**src/rtl/raster_pkg.sv**
```systemverilog
package raster_pkg;

    // Scan counter widths
    localparam int HCNT_W = 11;
    localparam int VCNT_W = 10;

    // Tile coordinates
    localparam int TILE_COORD_W = 6;
    localparam int TILE_X_SHIFT = 5;    // 16 pixels x 2 clocks per pixel
    localparam int TILE_Y_SHIFT = 4;    // 16 lines per tile

    // Cell storage
    localparam int CELL_W  = 8;
    localparam int COLOR_W = 3;         // Top bits of a cell

    // Output word
    localparam int PIXELS_PER_TILE = 16;
    localparam int PIXEL_WORD_W    = PIXELS_PER_TILE * COLOR_W;

    // Play field
    localparam int FIELD_COLS  = 10;
    localparam int FIELD_ROWS  = 20;
    localparam int FIELD_X0    = 6;
    localparam int FIELD_Y0    = 6;
    localparam int FIELD_CELLS = FIELD_COLS * FIELD_ROWS;

    // Next-piece preview
    localparam int PREVIEW_COLS  = 4;
    localparam int PREVIEW_ROWS  = 4;
    localparam int PREVIEW_X0    = 21;
    localparam int PREVIEW_Y0    = 8;
    localparam int PREVIEW_CELLS = PREVIEW_COLS * PREVIEW_ROWS;

    // Walls and floor around the field
    localparam int WALL_LEFT_X  = 5;
    localparam int WALL_RIGHT_X = 26;
    localparam int FLOOR_Y      = 26;

    // Frame around the preview, outer ring only
    localparam int PFRAME_X0 = 19;
    localparam int PFRAME_X1 = 25;
    localparam int PFRAME_Y0 = 6;
    localparam int PFRAME_Y1 = 12;

    localparam logic [COLOR_W-1:0] BORDER_COLOR = 3'd7;   // White

    localparam int FIELD_INDEX_W = 8;

    // What the current tile shows
    typedef enum logic [1:0] {
        REGION_NONE,
        REGION_FIELD,
        REGION_PREVIEW,
        REGION_BORDER
    } region_t;

endpackage

```
**src/rtl/tile_locator.sv**
```systemverilog
`timescale 1ns/100ps

module tile_locator #(
    parameter int unsigned X_OFFSET = 221,
    parameter int unsigned Y_OFFSET = 12
) (
    input  logic [raster_pkg::HCNT_W-1:0]        hcnt,
    input  logic [raster_pkg::VCNT_W-1:0]        vcnt,
    output raster_pkg::region_t                  region,
    output logic [raster_pkg::FIELD_INDEX_W-1:0] cell_index
);
    import raster_pkg::*;

    localparam logic [HCNT_W-1:0] X_OFF = HCNT_W'(X_OFFSET);
    localparam logic [VCNT_W-1:0] Y_OFF = VCNT_W'(Y_OFFSET);

    localparam int FIELD_X1   = FIELD_X0 + FIELD_COLS - 1;
    localparam int FIELD_Y1   = FIELD_Y0 + FIELD_ROWS - 1;
    localparam int PREVIEW_X1 = PREVIEW_X0 + PREVIEW_COLS - 1;
    localparam int PREVIEW_Y1 = PREVIEW_Y0 + PREVIEW_ROWS - 1;

    logic [HCNT_W-1:0]       offset_x;
    logic [VCNT_W-1:0]       offset_y;
    logic [TILE_COORD_W-1:0] tile_x;
    logic [TILE_COORD_W-1:0] tile_y;
    int                      col;
    int                      row;
    logic                    in_field;
    logic                    in_preview;
    logic                    on_wall;
    logic                    on_floor;
    logic                    on_frame;

    function automatic logic in_range(input int v, input int lo, input int hi);
        return (v >= lo) && (v <= hi);
    endfunction

    // Wraps at the counter width when the count is still in the porch
    assign offset_x = hcnt - X_OFF;
    assign offset_y = vcnt - Y_OFF;

    assign tile_x = TILE_COORD_W'(offset_x >> TILE_X_SHIFT);
    assign tile_y = TILE_COORD_W'(offset_y >> TILE_Y_SHIFT);

    assign col = int'(tile_x);
    assign row = int'(tile_y);

    assign in_field   = in_range(col, FIELD_X0, FIELD_X1) &&
                        in_range(row, FIELD_Y0, FIELD_Y1);
    assign in_preview = in_range(col, PREVIEW_X0, PREVIEW_X1) &&
                        in_range(row, PREVIEW_Y0, PREVIEW_Y1);

    // Side walls span the field rows, floor spans the field columns
    assign on_wall  = (col == WALL_LEFT_X || col == WALL_RIGHT_X) &&
                      in_range(row, FIELD_Y0, FIELD_Y1);
    assign on_floor = (row == FLOOR_Y) && in_range(col, FIELD_X0, FIELD_X1);

    // Preview frame ring
    assign on_frame = ((row == PFRAME_Y0 || row == PFRAME_Y1) &&
                       in_range(col, PFRAME_X0, PFRAME_X1)) ||
                      ((col == PFRAME_X0 || col == PFRAME_X1) &&
                       in_range(row, PFRAME_Y0, PFRAME_Y1));

    always_comb begin
        region     = REGION_NONE;
        cell_index = '0;
        if (in_field) begin
            region     = REGION_FIELD;
            cell_index = FIELD_INDEX_W'((row - FIELD_Y0) * FIELD_COLS + (col - FIELD_X0));
        end else if (in_preview) begin
            region     = REGION_PREVIEW;
            cell_index = FIELD_INDEX_W'((row - PREVIEW_Y0) * PREVIEW_COLS +
                                        (col - PREVIEW_X0));
        end else if (on_wall || on_floor || on_frame) begin
            region = REGION_BORDER;
        end
    end

endmodule

```
**src/rtl/tile_painter.sv**
```systemverilog
`timescale 1ns/100ps

module tile_painter (
    input  logic                                                  clk,
    input  logic                                                  rst,
    input  raster_pkg::region_t                                   region,
    input  logic [raster_pkg::FIELD_INDEX_W-1:0]                  cell_index,
    input  logic [raster_pkg::FIELD_CELLS*raster_pkg::CELL_W-1:0] tiles,
    input  logic [raster_pkg::PREVIEW_CELLS*raster_pkg::CELL_W-1:0] next_tile,
    output logic [raster_pkg::PIXEL_WORD_W-1:0]                   pixels
);
    import raster_pkg::*;

    localparam int PREVIEW_SEL_W = $clog2(PREVIEW_CELLS);
    localparam int FIELD_TOP     = FIELD_CELLS * CELL_W - 1;
    localparam int PREVIEW_TOP   = PREVIEW_CELLS * CELL_W - 1;

    logic [PREVIEW_SEL_W-1:0] preview_sel;
    logic [CELL_W-1:0]        field_cell;
    logic [CELL_W-1:0]        preview_cell;
    logic [COLOR_W-1:0]       color;
    logic [PIXEL_WORD_W-1:0]  pixels_next;

    assign preview_sel = cell_index[PREVIEW_SEL_W-1:0];

    // Cell 0 sits in the top byte of each board vector
    assign field_cell   = tiles[FIELD_TOP - int'(cell_index) * CELL_W -: CELL_W];
    assign preview_cell = next_tile[PREVIEW_TOP - int'(preview_sel) * CELL_W -: CELL_W];

    always_comb begin
        case (region)
            REGION_FIELD:   color = field_cell[CELL_W-1 -: COLOR_W];
            REGION_PREVIEW: color = preview_cell[CELL_W-1 -: COLOR_W];
            default:        color = BORDER_COLOR;
        endcase

        // Leftmost pixel stays black as a tile separator
        if (region == REGION_NONE) begin
            pixels_next = '0;
        end else begin
            pixels_next = {COLOR_W'(0), {(PIXELS_PER_TILE - 1){color}}};
        end
    end

    always_ff @(posedge clk) begin
        if (rst) begin
            pixels <= '0;
        end else begin
            pixels <= pixels_next;
        end
    end

endmodule

```
**src/rtl/raster.sv**
```systemverilog
`timescale 1ns/100ps

module raster #(
    parameter int unsigned X_OFFSET = 221,   // Porch clocks, less one tile of lead
    parameter int unsigned Y_OFFSET = 12     // Lines above the visible area
) (
    input  logic                                                    clk,
    input  logic                                                    rst,
    input  logic [raster_pkg::HCNT_W-1:0]                           hcnt,
    input  logic [raster_pkg::VCNT_W-1:0]                           vcnt,
    input  logic [raster_pkg::FIELD_CELLS*raster_pkg::CELL_W-1:0]   tiles,
    input  logic [raster_pkg::PREVIEW_CELLS*raster_pkg::CELL_W-1:0] next_tile,
    output logic [raster_pkg::PIXEL_WORD_W-1:0]                     pixels
);
    import raster_pkg::*;

    region_t                  region;
    logic [FIELD_INDEX_W-1:0] cell_index;

    // Combinational tile lookup
    tile_locator #(
        .X_OFFSET (X_OFFSET),
        .Y_OFFSET (Y_OFFSET)
    ) i_tile_locator (
        .hcnt       (hcnt),
        .vcnt       (vcnt),
        .region     (region),
        .cell_index (cell_index)
    );

    // One register stage to the pixel word
    tile_painter i_tile_painter (
        .clk        (clk),
        .rst        (rst),
        .region     (region),
        .cell_index (cell_index),
        .tiles      (tiles),
        .next_tile  (next_tile),
        .pixels     (pixels)
    );

endmodule

```
**config.mk**
```make
export PLATFORM = sky130hd
export DESIGN_NAME = raster
export DESIGN_NICKNAME = d
export VERILOG_FILES = /design/src/rtl/raster_pkg.sv /design/src/rtl/tile_locator.sv /design/src/rtl/tile_painter.sv /design/src/rtl/raster.sv
export SDC_FILE = /design/constraint.sdc
export NUM_CORES = 1
export LEC_CHECK = 0
export BUFFER_PORTS_ARGS = -buffer_cell sky130_fd_sc_hd__clkbuf_2
export CAP_MARGIN = 20
export CORE_AREA = 2 2 696 698
export CTS_CLUSTER_SIZE = 25
export DETAILED_ROUTE_END_ITERATION = 16
export DIE_AREA = 0 0 698 700
export GPL_ROUTABILITY_DRIVEN = 0
export PLACE_DENSITY = 0.3
export SYNTH_ARGS = -nofsm -noshare
export SYNTH_HDL_FRONTEND = slang
export SYNTH_HIERARCHICAL = 1
export SYNTH_SLANG_ARGS = --single-unit
```
**constraint.sdc**
```tcl
create_clock -name clk -period 5.34 [get_ports clk]
set_input_delay 1.068 -clock clk [delete_from_list [all_inputs] [get_ports clk]]
set_output_delay 1.068 -clock clk [all_outputs]
set_load 0.005 [all_outputs]
```
==> flow_summary.yaml <==
worst_setup_path:
  worstPathRequired_ps: 5500
  cp-start-kind: "primary input"
  cp.arrival_ps: 5830
  crit_family: "compound AO/OA/AOI/OAI gates"
  cp-end-kind: "flip-flop"
  cpPeakStageDelay_ps: 590
  path_max_fanout: 15
  worst-path-buf-inv: 7
  crit_slowest_cell: "a211oi_4"
  path_class: "primary input to flip-flop"
  cp_cell_sequence: "clkbuf_2 > o2111a_2 > or3_4 > and2_4 > buf_6 > ha_4 > a21o_1 > xnor2_2 > fa_2 > a22o_4 > buf_6 > buf_12 > buf_12 > nor2b_4 > buf_12 > o221ai_2 > o2111ai_2 > buf_4 > a211oi_4 > a31oi_2 > o31a_1 > a31oi_1"
  path_common_cell: "buf_12"
  worstSetupStartpoint: "hcnt[1]"
timing:
  hold_viol: 0
  finalSetupViolations: 3
  hold_slack_ps: 1280
  max_freq_mhz: 176
  maxSlewViolCount: 0
  worst_slew_pin_slew_ps: 764
  min_period_ps: 5680
  setup_ws_ps: -335
  rsz0062_at_grt: "true"
  slew_headroom_pct: 49.0
  period_share_pct: 106
run_status:
  violations: "setup timing"
  status: "finished with violations"
logic_synthesis:
  ys_seq_area_share_pct: 0.767
  ys_async_sr_fraction_pct: 0
  syn_inst: 771
  synth_edf_count: 0
  synth_cell_types: 77
  ys_ff_latch: 3
  synthFlopType: "dfxtp_1"
  syn_area_per_cell_sq_um: 10.2
  ys_warn_count: 6
  syn-cell-area_sq_mm: 0.00784
clocking:
  cts_buffers: 3
  cts_tree: "yes"
  htree_levels: 1
  clkTransAtPathRegs_ps: 30
  clkSinkCount: 3
  clockBufferDepth: 2
  root_buffer: "clkbuf_16"
grt:
  grt_pass1_vias: 11800
  antenna_found_initial: 62
  use_met3_pct: 0.796
  grt_max_degree: 27
  grt_use_total_pct: 4.06
  grt-ovfl-total: 0
  grt_pass1_wl_microns: 127000
  met2_usage_pct: 6.48
  gr-max-usage-layer: "met2"
  grt_use_met1_pct: 5.73
die:
  die_h_microns: 700
  ios: 1799
  num_rows: 255
  start_util_pct: 1.63
  dieArea_sq_mm: 0.489
  dieWidth_microns: 698
  coreArea_sq_mm: 0.481
cells_and_area:
  reg.largest.list: "i_tile_painter/pixels x3"
  top_register: "i_tile_painter/pixels"
  multi_input_area_sq_mm: 0.00790
  largest_reg_flops: 3
  layout.area.seq_sq_um: 60.1
  fin_nets: 3502
  fin_cells: 8152
  drive_gt1_share_pct: 78.3
  fillers: 57300
  area_delta_synth_final_pct: 195
drt:
  route.detailed.drc: 0
  drt-initial-drc-count: 539
  vias: 11100
  routedWlPerCell_microns: 12.8
  vias_per_cell: 1.36
  postRouteAntennaNets: 0
  dr.pass1.iters: 5
  wl_microns: 104000
place:
  dpl.cell_count: 8085
  port_buffers: 713
  post-place-ws_ps: -1850
  dp_hpwl_microns: 95400
pwr:
  peakVddDrop_mv: 0.0797
  power.density_mw_per_mm2: 109
  power_w: 0.00253
  p_leak_nw: 7.29
min_path:
  hp-class: "primary input to flip-flop"
  hold_start: "rst"
job:
  drv_cap: 0
## cell families after synthesis
family | Yosys count | synth area share [%]
simple gates | 180 | 11.6
mux | 210 | 50.8
xor+xnor | 28 | 3.13
compound gates | 175 | 16.1
buf+inv | 138 | 11.6
other cells | 1 | 0.0479
flops | 3 | 0.767
fa+ha+maj | 36 | 6.00
## cell usage after synthesis (7+ instances only)
cell type | n | share of area (%)
a211oi_1 | 9 | 0.86
mux2_2 | 8 | 1.1
a22oi_1 | 8 | 0.77
inv_1 | 24 | 1.1
mux4_1 | 14 | 4.7
xor2_1 | 11 | 1.2
buf_4 | 52 | 5.0
mux2i_1 | 55 | 7.0
o221ai_1 | 11 | 1.2
and3_1 | 7 | 0.56
nand3_1 | 28 | 1.8
xnor2_1 | 17 | 1.9
buf_6 | 12 | 1.7
a21oi_1 | 22 | 1.4
buf_2 | 22 | 1.4
nand2_1 | 52 | 2.5
nor2b_1 | 11 | 0.88
mux4_2 | 131 | 38
ha_1 | 32 | 5.1
o21ai_0 | 17 | 1.1
clkbuf_1 | 17 | 0.81
a31oi_1 | 10 | 0.80
nor2_1 | 29 | 1.4
o211ai_1 | 12 | 1.1
o22ai_1 | 23 | 1.8
nor3_1 | 12 | 0.77
## through the flow
stage	utilization, %	instance area (sq um)	setup TNS [ps]
6_report	4.81	23100	-893
5_1_grt	4.81	23100	-1520
4_1_cts	4.70	22600	-1340
3_5_place_dp	4.47	21500	-4250
3_3_place_gp	4.47	21500	-5600
2_1_floorplan	-	7890	0
## layout make-up
type                            count  share of cell area, %
Inverter                           26                  0.449
Sequential cell                     3                  0.260
Clock buffer                        4                  0.341
Multi-Input combinational cell    632                   34.2
Tap cell                         6425                   34.7
Antenna cell                       12                  0.130
Timing Repair Buffer             1050                   29.9
## power by group
group | switching [W] | total [W] | internal, W
Combinational | 0.00123 | 0.00237 | 0.00115
Clock | 0.0000216 | 0.000120 | 0.0000986
Sequential | 0.00000940 | 0.0000335 | 0.0000241
Total | 0.00126 | 0.00253 | 0.00127
## what timing repair did
action | 4_1_cts | 5_1_grt
endpoints found under the setup margin | 3 | 3
hold endpoints to repair | 0 | 0
setup buffers | 41 | 12
hold buffers | 0 | 0
gates resized for setup | 140 | 72
pin swaps | 50 | 48
gates cloned | 2 | 0
## path summary, 6_finish.rpt
path	depth (start not counted)	endpoint
setup / recovery	22	i_tile_painter/pixels[43]
hold / removal	5	i_tile_painter/pixels[42]
## placed cells by master, fill, tap and decap left out, types with 20 or more instances in the layout
| master | n |
|---|---|
| nand2_1 | 45 |
| buf_12 | 45 |
| mux4_2 | 134 |
| clkbuf_2 | 710 |
| buf_4 | 260 |
| mux2i_1 | 41 |
| nor2_1 | 24 |
| o22ai_1 | 20 |
| nand3_1 | 25 |
| buf_6 | 23 |
## layer usage
metal  share of wire (%)  up-vias
met5               0.090        -
met1                  47     5424
li1                    -     5049
met3                 6.3       58
met4                 1.1       16
met2                  45      570
(Power assumes the default switching activity.)
